==> config.mk <==
export PLATFORM = sky130hd
export DESIGN_NAME = cm0_alu_pipe
export DESIGN_NICKNAME = d
export VERILOG_FILES = /design/src/hdl/alu_pkg.sv /design/src/hdl/bus_pkg.sv /design/src/hdl/agu_bus_stage.sv /design/src/hdl/alu_execute_stage.sv /design/src/hdl/alu_operand_stage.sv /design/src/hdl/cm0_alu_pipe.sv
export SDC_FILE = /design/constraint.sdc
export NUM_CORES = 1
export LEC_CHECK = 0
export BUFFER_PORTS_ARGS = -buffer_cell sky130_fd_sc_hd__buf_2
export CORE_ASPECT_RATIO = 0.6
export CORE_MARGIN = 2
export CORE_UTILIZATION = 51
export CTS_CLUSTER_DIAMETER = 60
export DETAILED_ROUTE_END_ITERATION = 12
export PLACE_DENSITY = 0.76
export SLEW_MARGIN = 20
export SYNTH_ARGS = -nofsm -noshare
export SYNTH_HDL_FRONTEND = slang
export SYNTH_SLANG_ARGS = --single-unit
==> constraint.sdc <==
create_clock -name hclk_i -period 3 [get_ports hclk_i]
set_clock_uncertainty 0.1 [all_clocks]
set_input_delay 0.45 -clock hclk_i [delete_from_list [all_inputs] [get_ports hclk_i]]
set_output_delay 0.45 -clock hclk_i [all_outputs]
set_load 0.05 [all_outputs]
==> src/hdl/alu_pkg.sv <==
`default_nettype none

package alu_pkg;

   // ------------------------------------------------------------
   // data path
   // ------------------------------------------------------------

   // width of the register read ports and of the result
   localparam int DATA_W = 32;

   // ------------------------------------------------------------
   // operation and operand source encodings
   // ------------------------------------------------------------

   // arithmetic ops go through the adder, the rest use the logic unit
   typedef enum logic [3:0] {
      ADD = 4'd0,
      ADC = 4'd1,
      SUB = 4'd2,
      SBC = 4'd3,
      RSB = 4'd4,    // zero minus b
      AND = 4'd5,
      BIC = 4'd6,    // a and not b
      EOR = 4'd7,
      ORR = 4'd8,
      MOV = 4'd9,
      MVN = 4'd10
   } alu_op_e;

   // where the second operand comes from
   typedef enum logic [2:0] {
      REG    = 3'd0,   // read-port b
      IMM3   = 3'd1,   // imm[2:0], zero extended
      IMM4X4 = 3'd2,   // imm[3:0] times four
      IMM8   = 3'd3,   // imm[7:0], zero extended
      IMM8X4 = 3'd4,   // imm[7:0] times four
      IMM12S = 3'd5    // imm[11:0], sign extended
   } opb_src_e;

endpackage

`default_nettype wire

==> src/hdl/bus_pkg.sv <==
`default_nettype none

package bus_pkg;

   // ------------------------------------------------------------
   // data-side bus definitions
   // ------------------------------------------------------------

   // width of the bus address
   localparam int ADDR_W = 32;

   // transfer size, same encoding as the bus size field
   typedef enum logic [1:0] {
      SIZE_BYTE = 2'd0,
      SIZE_HALF = 2'd1,
      SIZE_WORD = 2'd2
   } hsize_e;

   // top address nibble that selects the private peripheral bus
   localparam logic [3:0] PPB_NIBBLE_DEF = 4'hE;

endpackage

`default_nettype wire

==> src/hdl/agu_bus_stage.sv <==
`default_nettype none

module agu_bus_stage #(
   parameter logic [3:0] PPB_NIBBLE = bus_pkg::PPB_NIBBLE_DEF
) (
   input  wire                          hclk_i,
   input  wire                          rst_n_i,
   input  wire                          ls_en_i,
   input  wire                          sel_ra_i,
   input  wire bus_pkg::hsize_e         size_i,
   input  wire                          suppress_i,
   input  wire [alu_pkg::DATA_W-1:0]    ra_i,
   input  wire [alu_pkg::DATA_W-1:0]    sum_i,
   output logic [bus_pkg::ADDR_W-1:0]   haddr_o,
   output bus_pkg::hsize_e              hsize_o,
   output logic                         ext_trans_o,
   output logic                         ppb_trans_o,
   output logic                         align_err_o
);

   import bus_pkg::*;

   logic [ADDR_W-1:0] addr_raw;   // address before alignment
   hsize_e            eff_size;   // byte when no load or store
   logic [1:0]        addr_mask;  // low bits cleared for the size
   logic              addr_ua;    // unaligned access
   logic              dvalid_tx;  // data transaction goes out
   logic              addr_ppb;   // address hits peripheral region

   // ------------------------------------------------------------
   // raw address and size
   // ------------------------------------------------------------

   // base register for plain loads, adder for offset forms
   assign addr_raw = sel_ra_i ? ra_i : sum_i;

   always_comb begin : size_sel
      eff_size = ls_en_i ? size_i : SIZE_BYTE;
   end

   // byte keeps both low bits, half clears bit 0, word bits 1:0
   always_comb begin : mask_gen
      case (eff_size)
         SIZE_BYTE: addr_mask = 2'b00;
         SIZE_HALF: addr_mask = 2'b01;
         default:   addr_mask = 2'b11;
      endcase
   end

   // ------------------------------------------------------------
   // alignment check and routing
   // ------------------------------------------------------------

   assign addr_ua   = ls_en_i & (|(addr_raw[1:0] & addr_mask));

   // misaligned or cancelled requests never reach a bus
   assign dvalid_tx = ls_en_i & ~suppress_i & ~addr_ua;

   assign addr_ppb  = addr_raw[ADDR_W-1:ADDR_W-4] == PPB_NIBBLE;

   // ------------------------------------------------------------
   // stage registers
   // ------------------------------------------------------------

   always_ff @(posedge hclk_i) begin : strobe_regs
      if (!rst_n_i) begin
         ext_trans_o <= 1'b0;
         ppb_trans_o <= 1'b0;
         align_err_o <= 1'b0;
      end else begin
         ext_trans_o <= dvalid_tx & ~addr_ppb;
         ppb_trans_o <= dvalid_tx & addr_ppb;
         align_err_o <= addr_ua;
      end
   end

   // address is always presented aligned to the size
   always_ff @(posedge hclk_i) begin : addr_regs
      haddr_o <= {addr_raw[ADDR_W-1:2], addr_raw[1:0] & ~addr_mask};
      hsize_o <= eff_size;
   end

endmodule

`default_nettype wire

==> src/hdl/alu_execute_stage.sv <==
`default_nettype none

module alu_execute_stage (
   input  wire                          hclk_i,
   input  wire                          rst_n_i,
   input  wire                          valid_i,
   input  wire alu_pkg::alu_op_e        op_i,
   input  wire [alu_pkg::DATA_W-1:0]    opa_i,
   input  wire [alu_pkg::DATA_W-1:0]    opb_i,
   input  wire                          cin_i,
   input  wire [alu_pkg::DATA_W-1:0]    ra_i,
   output logic [alu_pkg::DATA_W-1:0]   sum_o,
   output logic                         valid_o,
   output logic [alu_pkg::DATA_W-1:0]   res_o,
   output logic                         cflag_o,
   output logic                         vflag_o
);

   import alu_pkg::*;

   logic [DATA_W:0]   add_res;   // sum with carry-out on top
   logic              ops_same;  // adder operands share a sign
   logic              res_diff;  // sum sign differs from operand a
   logic              overflow;
   logic [DATA_W-1:0] res;

   // ------------------------------------------------------------
   // adder
   // ------------------------------------------------------------

   // single 33 bit adder shared by arithmetic and the address path
   assign add_res = {1'b0, opa_i} + {1'b0, opb_i} + {{DATA_W{1'b0}}, cin_i};

   // raw sum goes straight to the address stage
   assign sum_o = add_res[DATA_W-1:0];

   // signed overflow
   // operands of equal sign but a sum of the other sign
   assign ops_same = ~(opa_i[DATA_W-1] ^ opb_i[DATA_W-1]);
   assign res_diff = opa_i[DATA_W-1] ^ add_res[DATA_W-1];
   assign overflow = ops_same & res_diff;

   // ------------------------------------------------------------
   // logic ops and result mux
   // ------------------------------------------------------------

   // logic ops use raw a, b already inverted for BIC and MVN
   always_comb begin : res_mux
      case (op_i)
         ADD, ADC, SUB, SBC, RSB: res = add_res[DATA_W-1:0];
         AND, BIC:                res = ra_i & opb_i;
         EOR:                     res = ra_i ^ opb_i;
         ORR:                     res = ra_i | opb_i;
         // move ops pass operand b through
         MOV, MVN:                res = opb_i;
         default:                 res = '0;
      endcase
   end

   // ------------------------------------------------------------
   // stage registers
   // ------------------------------------------------------------

   always_ff @(posedge hclk_i) begin : valid_reg
      if (!rst_n_i) begin
         valid_o <= 1'b0;
      end else begin
         valid_o <= valid_i;
      end
   end

   // flags only mean something for the arithmetic ops
   always_ff @(posedge hclk_i) begin : res_regs
      res_o   <= res;
      cflag_o <= add_res[DATA_W];
      vflag_o <= overflow;
   end

endmodule

`default_nettype wire

==> src/hdl/alu_operand_stage.sv <==
`default_nettype none

module alu_operand_stage (
   input  wire                          hclk_i,
   input  wire                          rst_n_i,
   input  wire                          in_valid_i,
   input  wire alu_pkg::alu_op_e        op_i,
   input  wire alu_pkg::opb_src_e       opb_src_i,
   input  wire [11:0]                   imm_i,
   input  wire [alu_pkg::DATA_W-1:0]    ra_i,
   input  wire [alu_pkg::DATA_W-1:0]    rb_i,
   input  wire                          cflag_i,
   input  wire                          agu_en_i,
   input  wire                          agu_sel_ra_i,
   input  wire bus_pkg::hsize_e         ls_size_i,
   input  wire                          bus_idle_i,
   input  wire                          kill_addr_i,
   output logic                         valid_o,
   output alu_pkg::alu_op_e             op_o,
   output logic [alu_pkg::DATA_W-1:0]   opa_o,
   output logic [alu_pkg::DATA_W-1:0]   opb_o,
   output logic                         cin_o,
   output logic [alu_pkg::DATA_W-1:0]   ra_o,
   output logic                         ls_en_o,
   output logic                         sel_ra_o,
   output bus_pkg::hsize_e              size_o,
   output logic                         suppress_o
);

   import alu_pkg::*;

   logic [DATA_W-1:0] opb_sel;   // operand b before inversion
   logic              inv_b;     // invert operand b
   logic              zero_a;    // force operand a to zero
   logic              cin;       // adder carry-in

   // ------------------------------------------------------------
   // operand b select
   // ------------------------------------------------------------

   // any scaling of the immediate is done here, not in decode
   always_comb begin : opb_mux
      case (opb_src_i)
         REG:     opb_sel = rb_i;
         IMM3:    opb_sel = {{(DATA_W-3){1'b0}}, imm_i[2:0]};
         IMM4X4:  opb_sel = {{(DATA_W-6){1'b0}}, imm_i[3:0], 2'b00};
         IMM8:    opb_sel = {{(DATA_W-8){1'b0}}, imm_i[7:0]};
         IMM8X4:  opb_sel = {{(DATA_W-10){1'b0}}, imm_i[7:0], 2'b00};
         IMM12S:  opb_sel = {{(DATA_W-12){imm_i[11]}}, imm_i};
         // unused encodings read as zero
         default: opb_sel = '0;
      endcase
   end

   // ------------------------------------------------------------
   // operand conditioning and carry-in
   // ------------------------------------------------------------

   // subtracts are a + ~b + 1, borrow forms take the carry flag
   always_comb begin : op_cond
      inv_b  = 1'b0;
      zero_a = 1'b0;
      cin    = 1'b0;
      case (op_i)
         ADC: cin = cflag_i;
         SUB: begin
            inv_b = 1'b1;
            cin   = 1'b1;
         end
         SBC: begin
            inv_b = 1'b1;
            cin   = cflag_i;
         end
         // negate: 0 + ~b + 1
         RSB: begin
            inv_b  = 1'b1;
            zero_a = 1'b1;
            cin    = 1'b1;
         end
         // logic unit sees the inverted b directly
         BIC, MVN: inv_b = 1'b1;
         default: ;
      endcase
   end

   // ------------------------------------------------------------
   // stage registers
   // ------------------------------------------------------------

   always_ff @(posedge hclk_i) begin : ctl_regs
      if (!rst_n_i) begin
         valid_o <= 1'b0;
         ls_en_o <= 1'b0;
      end else begin
         valid_o <= in_valid_i;
         // only place the load/store request is qualified
         ls_en_o <= in_valid_i & agu_en_i;
      end
   end

   always_ff @(posedge hclk_i) begin : data_regs
      op_o       <= op_i;
      opa_o      <= zero_a ? '0 : ra_i;
      opb_o      <= opb_sel ^ {DATA_W{inv_b}};
      cin_o      <= cin;
      ra_o       <= ra_i;
      sel_ra_o   <= agu_sel_ra_i;
      size_o     <= ls_size_i;
      // either source cancels the bus transaction
      suppress_o <= bus_idle_i | kill_addr_i;
   end

endmodule

`default_nettype wire

==> src/hdl/cm0_alu_pipe.sv <==
`default_nettype none

module cm0_alu_pipe #(
   parameter logic [3:0] PPB_NIBBLE = bus_pkg::PPB_NIBBLE_DEF
) (
   input  wire                          hclk_i,
   input  wire                          rst_n_i,
   input  wire                          in_valid_i,
   input  wire alu_pkg::alu_op_e        op_i,
   input  wire alu_pkg::opb_src_e       opb_src_i,
   input  wire [11:0]                   imm_i,
   input  wire [alu_pkg::DATA_W-1:0]    ra_i,
   input  wire [alu_pkg::DATA_W-1:0]    rb_i,
   input  wire                          cflag_i,
   input  wire                          agu_en_i,
   input  wire                          agu_sel_ra_i,
   input  wire bus_pkg::hsize_e         ls_size_i,
   input  wire                          bus_idle_i,
   input  wire                          kill_addr_i,
   output logic                         out_valid_o,
   output logic [alu_pkg::DATA_W-1:0]   res_o,
   output logic                         cflag_o,
   output logic                         vflag_o,
   output logic [bus_pkg::ADDR_W-1:0]   haddr_o,
   output bus_pkg::hsize_e              hsize_o,
   output logic                         ext_trans_o,
   output logic                         ppb_trans_o,
   output logic                         align_err_o
);

   import alu_pkg::*;
   import bus_pkg::*;

   // ------------------------------------------------------------
   // operand stage to execute and address stages
   // ------------------------------------------------------------

   logic              s1_valid;
   alu_op_e           s1_op;
   logic [DATA_W-1:0] s1_opa;
   logic [DATA_W-1:0] s1_opb;
   logic              s1_cin;
   logic [DATA_W-1:0] s1_ra;
   logic              s1_ls_en;
   logic              s1_sel_ra;
   hsize_e            s1_size;
   logic              s1_suppress;

   // combinational adder output feeding the address stage
   logic [DATA_W-1:0] ex_sum;

   alu_operand_stage u_operand (
      .hclk_i       (hclk_i),
      .rst_n_i      (rst_n_i),
      .in_valid_i   (in_valid_i),
      .op_i         (op_i),
      .opb_src_i    (opb_src_i),
      .imm_i        (imm_i),
      .ra_i         (ra_i),
      .rb_i         (rb_i),
      .cflag_i      (cflag_i),
      .agu_en_i     (agu_en_i),
      .agu_sel_ra_i (agu_sel_ra_i),
      .ls_size_i    (ls_size_i),
      .bus_idle_i   (bus_idle_i),
      .kill_addr_i  (kill_addr_i),
      .valid_o      (s1_valid),
      .op_o         (s1_op),
      .opa_o        (s1_opa),
      .opb_o        (s1_opb),
      .cin_o        (s1_cin),
      .ra_o         (s1_ra),
      .ls_en_o      (s1_ls_en),
      .sel_ra_o     (s1_sel_ra),
      .size_o       (s1_size),
      .suppress_o   (s1_suppress)
   );

   // ------------------------------------------------------------
   // second stage, execute and address side by side
   // ------------------------------------------------------------

   alu_execute_stage u_execute (
      .hclk_i  (hclk_i),
      .rst_n_i (rst_n_i),
      .valid_i (s1_valid),
      .op_i    (s1_op),
      .opa_i   (s1_opa),
      .opb_i   (s1_opb),
      .cin_i   (s1_cin),
      .ra_i    (s1_ra),
      .sum_o   (ex_sum),
      .valid_o (out_valid_o),
      .res_o   (res_o),
      .cflag_o (cflag_o),
      .vflag_o (vflag_o)
   );

   agu_bus_stage #(
      .PPB_NIBBLE (PPB_NIBBLE)
   ) u_agu (
      .hclk_i      (hclk_i),
      .rst_n_i     (rst_n_i),
      .ls_en_i     (s1_ls_en),
      .sel_ra_i    (s1_sel_ra),
      .size_i      (s1_size),
      .suppress_i  (s1_suppress),
      .ra_i        (s1_ra),
      .sum_i       (ex_sum),
      .haddr_o     (haddr_o),
      .hsize_o     (hsize_o),
      .ext_trans_o (ext_trans_o),
      .ppb_trans_o (ppb_trans_o),
      .align_err_o (align_err_o)
   );

endmodule

`default_nettype wire

Word-level counts from Yosys, hierarchy flattened:

Index checks and enable logic that the tools add are counted.

* register bits: 179
* input bits: 93
* output and inout bits: 72
* logic and storage cells: 83

* add/sub/neg operators: 2
* equality and inequality tests: 23
* mux-type cells: 8
* bitwise gates (word level): 21
* reduce and logical (&&, ||, !) cells: 10

Operators with widths (number)
* 32-bit case mux with 6 select lines: 1
* 32-bit case mux with 5 select lines: 1
* 32-bit XOR: 2
* 32-bit by 32-bit adder with 33-bit output: 1
* 33-bit by 1-bit adder with 33-bit output: 1
* 32-bit bitwise AND: 1
* 32-bit two-way mux: 1
* 32-bit OR: 1
* 4-bit by 3-bit equality test with 1-bit output (second input constant): 6
* 4-bit equality test (second input constant): 5
* 4-bit by 2-bit equality test with 1-bit output (second input constant): 4
* 2-bit OR reduction: 5
* 5-bit OR reduction: 2
* 4-bit by 1-bit equality test with 1-bit output (second input constant): 2
* 1-bit bitwise AND: 7
* 3-bit by 2-bit equality test with 1-bit output (second input constant): 2
* 3-bit equality test (second input constant): 2
* 2-bit bitwise AND: 2
* 4-bit zero test: 1
* 1-bit NOT: 4
* 2-bit case mux with 2 select lines: 1
* 3-bit by 1-bit equality test with 1-bit output (second input constant): 1
* 3-bit zero test: 1
* 2-bit by 1-bit equality test with 1-bit output (second input constant): 1
* 7 further kinds: 9

Longest topological paths before layout:

Gate-level depths: netlist (run 1).

* depth after elaboration: 9
* gate-level depth with buffers: 10
* depth with buffers taken out: 10

Cells and area by module:

From an unflattened synthesis (run 1), not the netlist that was laid out.

* cell total of the unflattened synthesis: 940
* area total of the unflattened synthesis: 9123.8 um^2

By module, submodules not included
* alu_execute_stage: times used 1, cells each 579, area an instance 4675.7 um^2, sequential area each 700.7 um^2
* alu_operand_stage: times used 1, cells each 270, area an instance 3208.1 um^2, sequential area each 2142.1 um^2
* agu_bus_stage: times used 1, cells each 91, area an instance 1239.9 um^2, sequential area each 740.7 um^2

Worst setup path before layout (run 1):

Ideal clock, no wire load.

* kind: register to register
* start: reg u_operand.opb_o[0] in the netlist's numbering
* end: reg u_agu.ppb_trans_o
* setup time: 0.116 ns
* arrival: 2.653 ns
* data required time: 2.784 ns
* slack: 0.131 ns
* stages on the path, launching flop included: 11
* buffers on the path: 0
* period minus slack after synthesis: 2.869 ns
* cells stage by stage: dfxtp_1 fa_1 fa_1 a211oi_1 o21ai_2 o21ai_1 a21oi_2 nor2_1 mux2_2 and3_1 o211a_1

* word-level cells in the longest chain between the ends: 9
* elaborated cells on any way between the ends: 10
* those cells by class: add/sub (2); eq/ne (1); mux (1); bitwise (5); reduce/logical (1)

Ends and longest elaborated chain
* start: declaration: RTL line alu_operand_stage.sv:21 `output logic [alu_pkg::DATA_W-1:0] opb_o,`
* start signal: assignment: RTL line alu_operand_stage.sv:104 `opb_o <= opb_sel ^ {DATA_W{inv_b}};`
* 32-bit by 32-bit adder with 33-bit output (*): RTL line alu_execute_stage.sv:32 `assign add_res = {1'b0, opa_i} + {1'b0, opb_i} + {{DATA_W{1'b0}}, cin_i};`
* 33-bit by 1-bit adder with 33-bit output (*): RTL line alu_execute_stage.sv:32
* 32-bit two-way mux (*): RTL line agu_bus_stage.sv:35 `assign addr_raw = sel_ra_i ? ra_i : sum_i;`
* 2-bit bitwise AND: RTL line agu_bus_stage.sv:54 `assign addr_ua = ls_en_i & (|(addr_raw[1:0] & addr_mask));`
* 2-bit OR reduction: RTL line agu_bus_stage.sv:54
* 1-bit bitwise AND: RTL line agu_bus_stage.sv:54
* 1-bit NOT: RTL line agu_bus_stage.sv:57 `assign dvalid_tx = ls_en_i & ~suppress_i & ~addr_ua;`
* 1-bit bitwise AND: RTL line agu_bus_stage.sv:57
* 1-bit bitwise AND (*): RTL line agu_bus_stage.sv:72 `ppb_trans_o <= dvalid_tx & addr_ppb;`
* end signal: assignment: RTL line agu_bus_stage.sv:72
* end: declaration: RTL line agu_bus_stage.sv:17 `output logic ppb_trans_o,`

Mark *: on every way between the ends. The rest lies on a longest branch, timed or not.
A chain may end at the register's enable or synchronous reset.

Final worst setup path (run 1):

* start: reg u_operand.opa_o[0] in the netlist's numbering
* end: reg u_agu.ppb_trans_o

* word-level cells in the longest chain between the ends: 9
* elaborated cells on any way between the ends: 10
* those cells by class: add/sub (2); eq/ne (1); mux (1); bitwise (5); reduce/logical (1)

Ends and longest elaborated chain
* start: declaration: RTL line alu_operand_stage.sv:20 `output logic [alu_pkg::DATA_W-1:0] opa_o,`
* start signal: assignment: RTL line alu_operand_stage.sv:103 `opa_o <= zero_a ? '0 : ra_i;`
* 32-bit by 32-bit adder with 33-bit output (*): RTL line alu_execute_stage.sv:32
* 33-bit by 1-bit adder with 33-bit output (*): RTL line alu_execute_stage.sv:32
* 32-bit two-way mux (*): RTL line agu_bus_stage.sv:35
* 2-bit bitwise AND: RTL line agu_bus_stage.sv:54
* 2-bit OR reduction: RTL line agu_bus_stage.sv:54
* 1-bit bitwise AND: RTL line agu_bus_stage.sv:54
* 1-bit NOT: RTL line agu_bus_stage.sv:57
* 1-bit bitwise AND: RTL line agu_bus_stage.sv:57
* 1-bit bitwise AND (*): RTL line agu_bus_stage.sv:72

Marked as above.

==> metrics.md, run 1 <==
| Metric | Value |
|---|---|
| CTS Sinks | `179` |
| Element type at the critical path start | `flop` |
| GRT overflow | `0` |
| Crit path DAT | `3140 ps` |
| Commonest non-fill, non-tap cell in the layout | `dfxtp_1` |
| CP endpoint kind | `flop` |
| Clk_lat worst skew | `440 ps` |
| Worst Path Required | `3240 ps` |
| Worst setup startpoint | `u_operand.opa_o[0]` |
| I/O pins | `165` |
| Initial antenna violation count | `1` |
| Final net count | `1328` |
| Final design area excluding fillers | `0.0106 sq mm` |
| Core area | `0.0170 sq mm` |
| Unique masters post-synth | `65` |
| Delay-heaviest family, CP | `adder cells` |
| Post-synth EDFFs | `0` |
| Fin. Hold Viols | `0` |
| Min cycle time layout | `2900 ps` |
| Syn Area/Cell | `9.03 sq um` |
| Dominant cell type by area after synthesis | `dfxtp_1` |
| Slowest stage cell, crit path | `fa_1` |
| PwrDens | `709 mW/mm^2` |
| Drt drc | `0` |
| Clock Root Buffer | `clkbuf_16` |
| Ratio of cells with drive above 1 in the final layout | `21.2%` |
| Htree depth | `4` |
| Post-synth top area share | `40.7%` |
| Vias in the first global route | `7177` |
| Row Count | `37` |
| Area of the multi-input gates | `0.00482 sq mm` |
| Initial DRC count | `458` |
| Detailed placement HPWL | `16700 microns` |
| Synth Instances | `976` |
| WL final | `23300 microns` |
| Port Buffers | `164` |
| Post-synthesis net count | `1166` |
| Die H | `106 microns` |
| First-pass GRT wire length | `37100 microns` |
| Setup Buffers After CTS | `0` |
| Wire per inst | `16.8 microns` |
| Max Clk Rate | `345 MHz` |
| Worst slack at placement | `-68.5 ps` |
| Buf/Inv on CP | `0` |
| Die width | `174 microns` |
| Max-slew violations | `0` |
| LEAKAGE | `4.97 nW` |
| Via/cell ratio | `5.46` |
| Yosys warns | `0` |
| Slew headroom | `48.1%` |
| Total power | `7.51 mW` |
| Area growth from synthesis to layout | `20.3%` |
| Asr flop ratio synth | `0%` |
| Largest net degree at the start of global routing | `33` |
| Max FO, Critical Path | `3` |
| Max-cap violations | `0` |
| GP Congestion | `0.912` |
| VDD IR max | `395 uV` |
| Worst Setup Path Type | `flop to flop` |
| Commonest non-fill, non-tap cells in the layout | `dfxtp_1 (178), buf_2 (164), o21ai_0 (106)` |
| CTS tree | `done` |
| Sequential cell area fraction in the yosys report | `40.7%` |
| Hold crit path type | `input port to flop` |
| Number of buffers created by CTS | `17` |
| Synth Register Bits | `179` |
| Total Negative Setup Slacks | `0 ps` |
| Via Count | `7560` |
| Antenna Nets Post-Route | `0` |
| Cell chain of the critical path | `fa_1 > fa_2 > a211oi_2 > o21ai_2 > o21ai_2 > a21oi_2 > nor2_2 > mux2_2 > and3_1 > o211a_1` |
| Worst r2r src | `u_operand.opa_o[0]` |
| Final setup margin | `103 ps` |
| Slew @ Worst Pin | `778 ps` |
| Initial Utilization | `51.7%` |
| Clk slew on worst S/H paths | `80 ps` |
| Synth top area cells | `dfxtp_1 (41%), ha_1 (13%), o21ai_0 (6.1%)` |
| Sequential cell area | `0.00358 sq mm` |
| Status | `finished, final reports clean` |
| Die ar. | `0.0184 sq mm` |
| Area of the mapped netlist | `0.00881 sq mm` |
| TritonRoute pass-1 iters | `5` |
| WHS | `16.8 ps` |
| Placed cell areas | `0.00992 sq mm` |
| # fillers | `1462` |
| Most frequent CP cell | `o21ai_2` |
| Crit share post-route | `96.6%` |
| Ys flop type | `dfxtp_1` |
| Number of setup violations in the final report | `0` |
| GRT Total Usage | `25.6%` |
| Hold_sp | `ra_i[4]` |
| Slowest stage delay, CP | `470 ps` |
| Clock Path Buffers | `2` |
| Ant diodes | `0` |
==> cells by family (layout without fill, tap and decap cells) <==
| kind of cell | after synthesis | in the layout | share of synthesized area (%) |
|---|---|---|---|
| xor gates and xnor gates | 63 | 63 | 6.26 |
| muxes | 9 | 9 | 1.06 |
| DFF | 179 | 179 | 40.7 |
| AOI/OAI and AO/OA | 287 | 287 | 20.4 |
| adders and majority gates | 97 | 97 | 13.9 |
| buffers and inverters | 121 | 296 | 5.49 |
| and+or+nand+nor | 220 | 220 | 12.2 |
==> layer usage <==
layer	wire length, microns	vias to the layer above	GRT usage, %
li1	-	3705	-
met1	11500	3518	37.6
met2	9660	307	37.3
met3	1880	28	5.92
met4	238	2	7.50
met5	13	-	0
==> where the power goes <==
| part | internal, mW | switching (mW) | leakage (nW) | total [mW] |
|---|---|---|---|---|
| Combinational | 0.734 | 1.62 | 3.16 | 2.35 |
| Clock | 1.15 | 1.15 | 0.298 | 2.30 |
| Sequential | 2.69 | 0.170 | 1.50 | 2.86 |
==> final cells by class <==
type,instances,share of cell area [%]
Multi-Input combinational cell,676,45.4
Sequential cell,179,33.8
Timing Repair Buffer,185,9.28
Clock buffer,17,4.01
Clock inverter,15,1.89
Tap cell,234,2.76
Inverter,79,2.80
==> sequential cells by signal, indices dropped and copies added, names as in the netlist, 2 cells and up <==
name              count
u_agu.hsize_o         2
u_operand.opa_o      32
u_operand.size_o      2
u_operand.op_o        4
u_agu.haddr_o        32
u_execute.res_o      32
u_operand.opb_o      32
u_operand.ra_o       32
==> synthesized netlist by cell type, drive strengths merged (5+ instances only) <==
master	instances
nand2b	5
and3	9
inv	78
clkbuf	34
nand3	10
mux2i	6
ha	95
a22oi	10
and2	9
a221oi	28
o21ai	115
buf	8
xnor2	28
nor2	25
nand2	94
o31ai	6
nor2b	38
xor2	35
a21oi	65
nor3	11
o22ai	7
a21o	17
a211oi	7
dfxtp	179
==> worst paths after layout <==
kind                                     endpoint  slack [ps]  cells after the start
worst max-delay path            u_agu.ppb_trans_o         100                     10
worst min-delay path            u_operand.ra_o[4]          20                      1
worst max register to register  u_agu.ppb_trans_o         100                     10
worst min register to register  u_execute.valid_o         340                      1
==> what timing repair did <==
action                                  CTS  global route
hold buffers                              1             1
resized for setup                         3             6
pin swaps                                 0             2
hold endpoints to repair                  1             1
endpoints found under the setup margin    7            15
==> stage by stage <==
step / utilization, % / cells
2_1_floorplan: - / 976
3_3_place_gp: 58.2 / 1351
3_5_place_dp: 58.2 / 1351
4_1_cts: 62.0 / 1384
5_1_grt: 62.2 / 1385
6_report: 62.2 / 1385
(Power assumes the default switching activity.)
==> inputs of run 2 (changes only) <==
--- a/config.mk
+++ b/config.mk
@@ -6,7 +6,7 @@
 export NUM_CORES = 1
 export LEC_CHECK = 0
 export BUFFER_PORTS_ARGS = -buffer_cell sky130_fd_sc_hd__buf_2
-export CORE_ASPECT_RATIO = 0.6
+export CORE_ASPECT_RATIO = 1.75
 export CORE_MARGIN = 2
 export CORE_UTILIZATION = 51
 export CTS_CLUSTER_DIAMETER = 60
@@ -15,4 +15,5 @@
 export SLEW_MARGIN = 20
 export SYNTH_ARGS = -nofsm -noshare
 export SYNTH_HDL_FRONTEND = slang
+export SYNTH_HIERARCHICAL = 1
 export SYNTH_SLANG_ARGS = --single-unit
==> run 2 against run 1 <==
Compared with the run above:
- combinational power up 12%
- clock-buffer cell count up 1
- cell count down 4.8%
- routed wire length down 1.3%
- core utilization down 1.1 points
- sequential share of layout area down 0.40 points
- sequential power about the same
- synthesized cell count down 3.7%
- critical path type unchanged
- hold slack worse by 0.92 ps
- non-clock buffer count up 11
==> metrics.md, run 2 <==
| Metric | Value |
|---|---|
| Post-synth EDFFs | `0 (unchanged)` |
| Worst Path Required | `3210 ps (was 3240 ps)` |
| Placed cell areas | `0.00998 sq mm (was 0.00992 sq mm)` |
| Max-cap violations | `0 (unchanged)` |
| Dpl cells | `1281 (was 1351)` |
| Asr flop ratio synth | `0% (unchanged)` |
| Post-synth top area share | `39.3% (was 40.7%)` |
| Via/cell ratio | `5.48 (was 5.46)` |
| Slew headroom | `31.1% (was 48.1%)` |
| Post-synthesis net count | `1130 (was 1166)` |
| Hold crit path type | `input port to flop (unchanged)` |
| Total power | `7.65 mW (was 7.51 mW)` |
| Most instantiated cells after synthesis | `dfxtp_1 (179), ha_1 (95), inv_1 (73) (was dfxtp_1 (179), o21ai_0 (107), ha_1 (95))` |
| Number of buffers created by CTS | `17 (unchanged)` |
| LEAKAGE | `5.08 nW (was 4.97 nW)` |
| Drt drc | `0 (unchanged)` |
| Fraction of the mapped netlist area in compound gates | `17.6% (was 20.4%)` |
| Area of the mapped netlist | `0.00912 sq mm (was 0.00881 sq mm)` |
| Clock Path Buffers | `2 (unchanged)` |
| Final design area excluding fillers | `0.0107 sq mm (was 0.0106 sq mm)` |
| Die ar. | `0.0190 sq mm (was 0.0184 sq mm)` |
| Number of setup violations in the final report | `0 (unchanged)` |
| Post-synthesis adder-cell area fraction | `13.5% (was 13.9%)` |
| CTS tree | `done (unchanged)` |
| Commonest non-fill, non-tap cell in the layout | `dfxtp_1 (unchanged)` |
| Largest family of logic cells by synthesized area | `compound AO/OA/AOI/OAI gates (unchanged)` |
| Vias in the first global route | `7415 (was 7177)` |
| Commonest non-fill, non-tap cells in the layout | `dfxtp_1 (178), buf_2 (164), ha_1 (91) (was dfxtp_1 (178), buf_2 (164), o21ai_0 (106))` |
| I/O pins | `165 (unchanged)` |
| Non-filler cells, final | `1318 (was 1385)` |
| Top Metal Used | `met4 (was met5)` |
| Via Count | `7218 (was 7560)` |
| Row Count | `64 (was 37)` |
| Final setup margin | `66.4 ps (was 103 ps)` |
| Htree depth | `4 (unchanged)` |
| CTS Sinks | `179 (unchanged)` |
| Synth Register Bits | `179 (unchanged)` |
| # fillers | `1486 (was 1462)` |
| Metal2 WL | `12500 microns (was 9660 microns)` |
| Slew @ Worst Pin | `1030 ps (was 778 ps)` |
| Syn Area/Cell | `9.71 sq um (was 9.03 sq um)` |
| Status | `finished, final reports clean (unchanged)` |
| Simple-Gate Fraction of Synth Area | `10.2% (was 12.2%)` |
| Sequential cell area fraction in the yosys report | `39.3% (was 40.7%)` |
| Antenna Nets Post-Route | `0 (unchanged)` |
| Port Buffers | `164 (unchanged)` |
| PwrDens | `713 mW/mm^2 (was 709 mW/mm^2)` |
| Die H | `181 microns (was 106 microns)` |
| Area growth from synthesis to layout | `17.6% (was 20.3%)` |
| WHS | `15.9 ps (was 16.8 ps)` |
| Worst Setup Path Type | `flop to flop (unchanged)` |
| Min cycle time layout | `2930 ps (was 2900 ps)` |
| Synth Instances | `940 (was 976)` |
| Core area | `0.0175 sq mm (was 0.0170 sq mm)` |
| Fin. Hold Viols | `0 (unchanged)` |
| VDD IR max | `396 uV (was 395 uV)` |
| Initial DRC count | `282 (was 458)` |
| Met3 WL | `1050 microns (was 1880 microns)` |
| Max Clk Rate | `341 MHz (was 345 MHz)` |
| Wire per inst | `17.5 microns (was 16.8 microns)` |
| GRT overflow | `0 (unchanged)` |
| Post-Synth XOR/XNOR Area | `6.24% (was 6.26%)` |
| Largest net degree at the start of global routing | `36 (was 33)` |
| Number of hold buffers added after CTS | `0 (was 1)` |
| Yosys warns | `6 (was 0)` |
| Mux share of post-synthesis cell area | `4.80% (was 1.06%)` |
| First-pass GRT wire length | `36400 microns (was 37100 microns)` |
| Clock Root Buffer | `clkbuf_16 (unchanged)` |
| Crit share post-route | `97.8% (was 96.6%)` |
| Total Negative Setup Slacks | `0 ps (unchanged)` |
| WL met1 | `8540 microns (was 11500 microns)` |
| CP endpoint kind | `flop (unchanged)` |
| GRT Total Usage | `24.4% (was 25.6%)` |
| Top-count cell post-synth | `dfxtp_1 (unchanged)` |
| WL final | `23000 microns (was 23300 microns)` |
| Max FO, Critical Path | `3 (unchanged)` |
| TritonRoute pass-1 iters | `4 (was 5)` |
| Detailed placement HPWL | `16800 microns (was 16700 microns)` |
| Initial Utilization | `52.0% (was 51.7%)` |
| Clk_lat worst skew | `440 ps (about the same)` |
| RSZ-0062 raised after global routing | `yes` |
| Die width | `105 microns (was 174 microns)` |
| Element type at the critical path start | `flop (unchanged)` |
| GP Congestion | `0.920 (was 0.912)` |
| Worst slack at placement | `-108 ps (was -68.5 ps)` |
| Ys flop type | `dfxtp_1 (unchanged)` |
| Crit path DAT | `3150 ps (was 3140 ps)` |
| Ratio of cells with drive above 1 in the final layout | `28.4% (was 21.2%)` |
| Final net count | `1262 (was 1328)` |
| Unique masters post-synth | `61 (was 65)` |
| Max-slew violations | `0 (unchanged)` |
| Clk slew on worst S/H paths | `70 ps (was 80 ps)` |
| Dominant cell type by area after synthesis | `dfxtp_1 (unchanged)` |
| Initial antenna violation count | `2 (was 1)` |
| Layout Utilization | `61.2% (was 62.2%)` |
| Synth top area cells | `dfxtp_1 (39%), ha_1 (13%), a221o_1 (4.6%) (was dfxtp_1 (41%), ha_1 (13%), o21ai_0 (6.1%))` |
[run 2: timing repair]
item | CTS | global route
setup endpoints to repair | 6 | 14
setup buffers | 0 | 3
pin swaps | 1 | 12
resized for setup | 4 | 28
gates cloned | 0 | 0
[run 2: worst paths after layout]
check	endpoint	cells past startpoint	slack (ps)	startpoint
worst min-delay path	u_operand/ra_o[6]	1	20	ra_i[6]
worst max register to register	u_execute/res_o[27]	10	70	u_operand/cin_o
worst max-delay path	u_execute/res_o[27]	10	70	u_operand/cin_o
worst min register to register	u_execute/valid_o	1	340	u_operand/valid_o
[run 2: final cells by class]
type | count | area (sq um) | area share, %
Multi-Input combinational cell | 605 | 4950 | 46.2
Sequential cell | 179 | 3580 | 33.4
Timing Repair Buffer | 196 | 1060 | 9.89
Clock buffer | 18 | 429 | 4.00
Tap cell | 231 | 289 | 2.69
Inverter | 73 | 274 | 2.55
Clock inverter | 14 | 133 | 1.24
Antenna cell | 2 | 5.00 | 0.0467
[run 2: layer usage]
metal  GRT usage, %  vias to the layer above
met5              0                        -
met4           12.7                        0
met3           4.29                       65
met2           46.7                      239
met1           24.6                     3416
li1               -                     3498
[run 2: cell families (layout without fill, tap and decap cells)]
| family | Yosys count | after routing |
|---|---|---|
| buffers and inverters | 156 | 301 |
| xor gates and xnor gates | 65 | 65 |
| AOI/OAI and AO/OA | 229 | 229 |
| DFF | 179 | 179 |
| and+or+nand+nor | 175 | 175 |
| muxes | 39 | 39 |
| adders and majority gates | 97 | 97 |
| other | 0 | 2 |
[run 2: critical path, cell delays in order, from the launching register on]
cell	delay (ps)
dfxtp_1	320
fa_2	410
a21oi_1	230
nor3b_2	100
o21a_1	170
a211o_1	320
a211oi_4	340
buf_4	180
o21ai_1	100
xor2_1	200
a221o_1	350
[run 2: power by group]
part / total (mW) / internal [mW] / switching [mW]
combinational: 2.64 / 0.889 / 1.75
sequential: 2.88 / 2.71 / 0.162
clock: 2.14 / 1.15 / 0.984
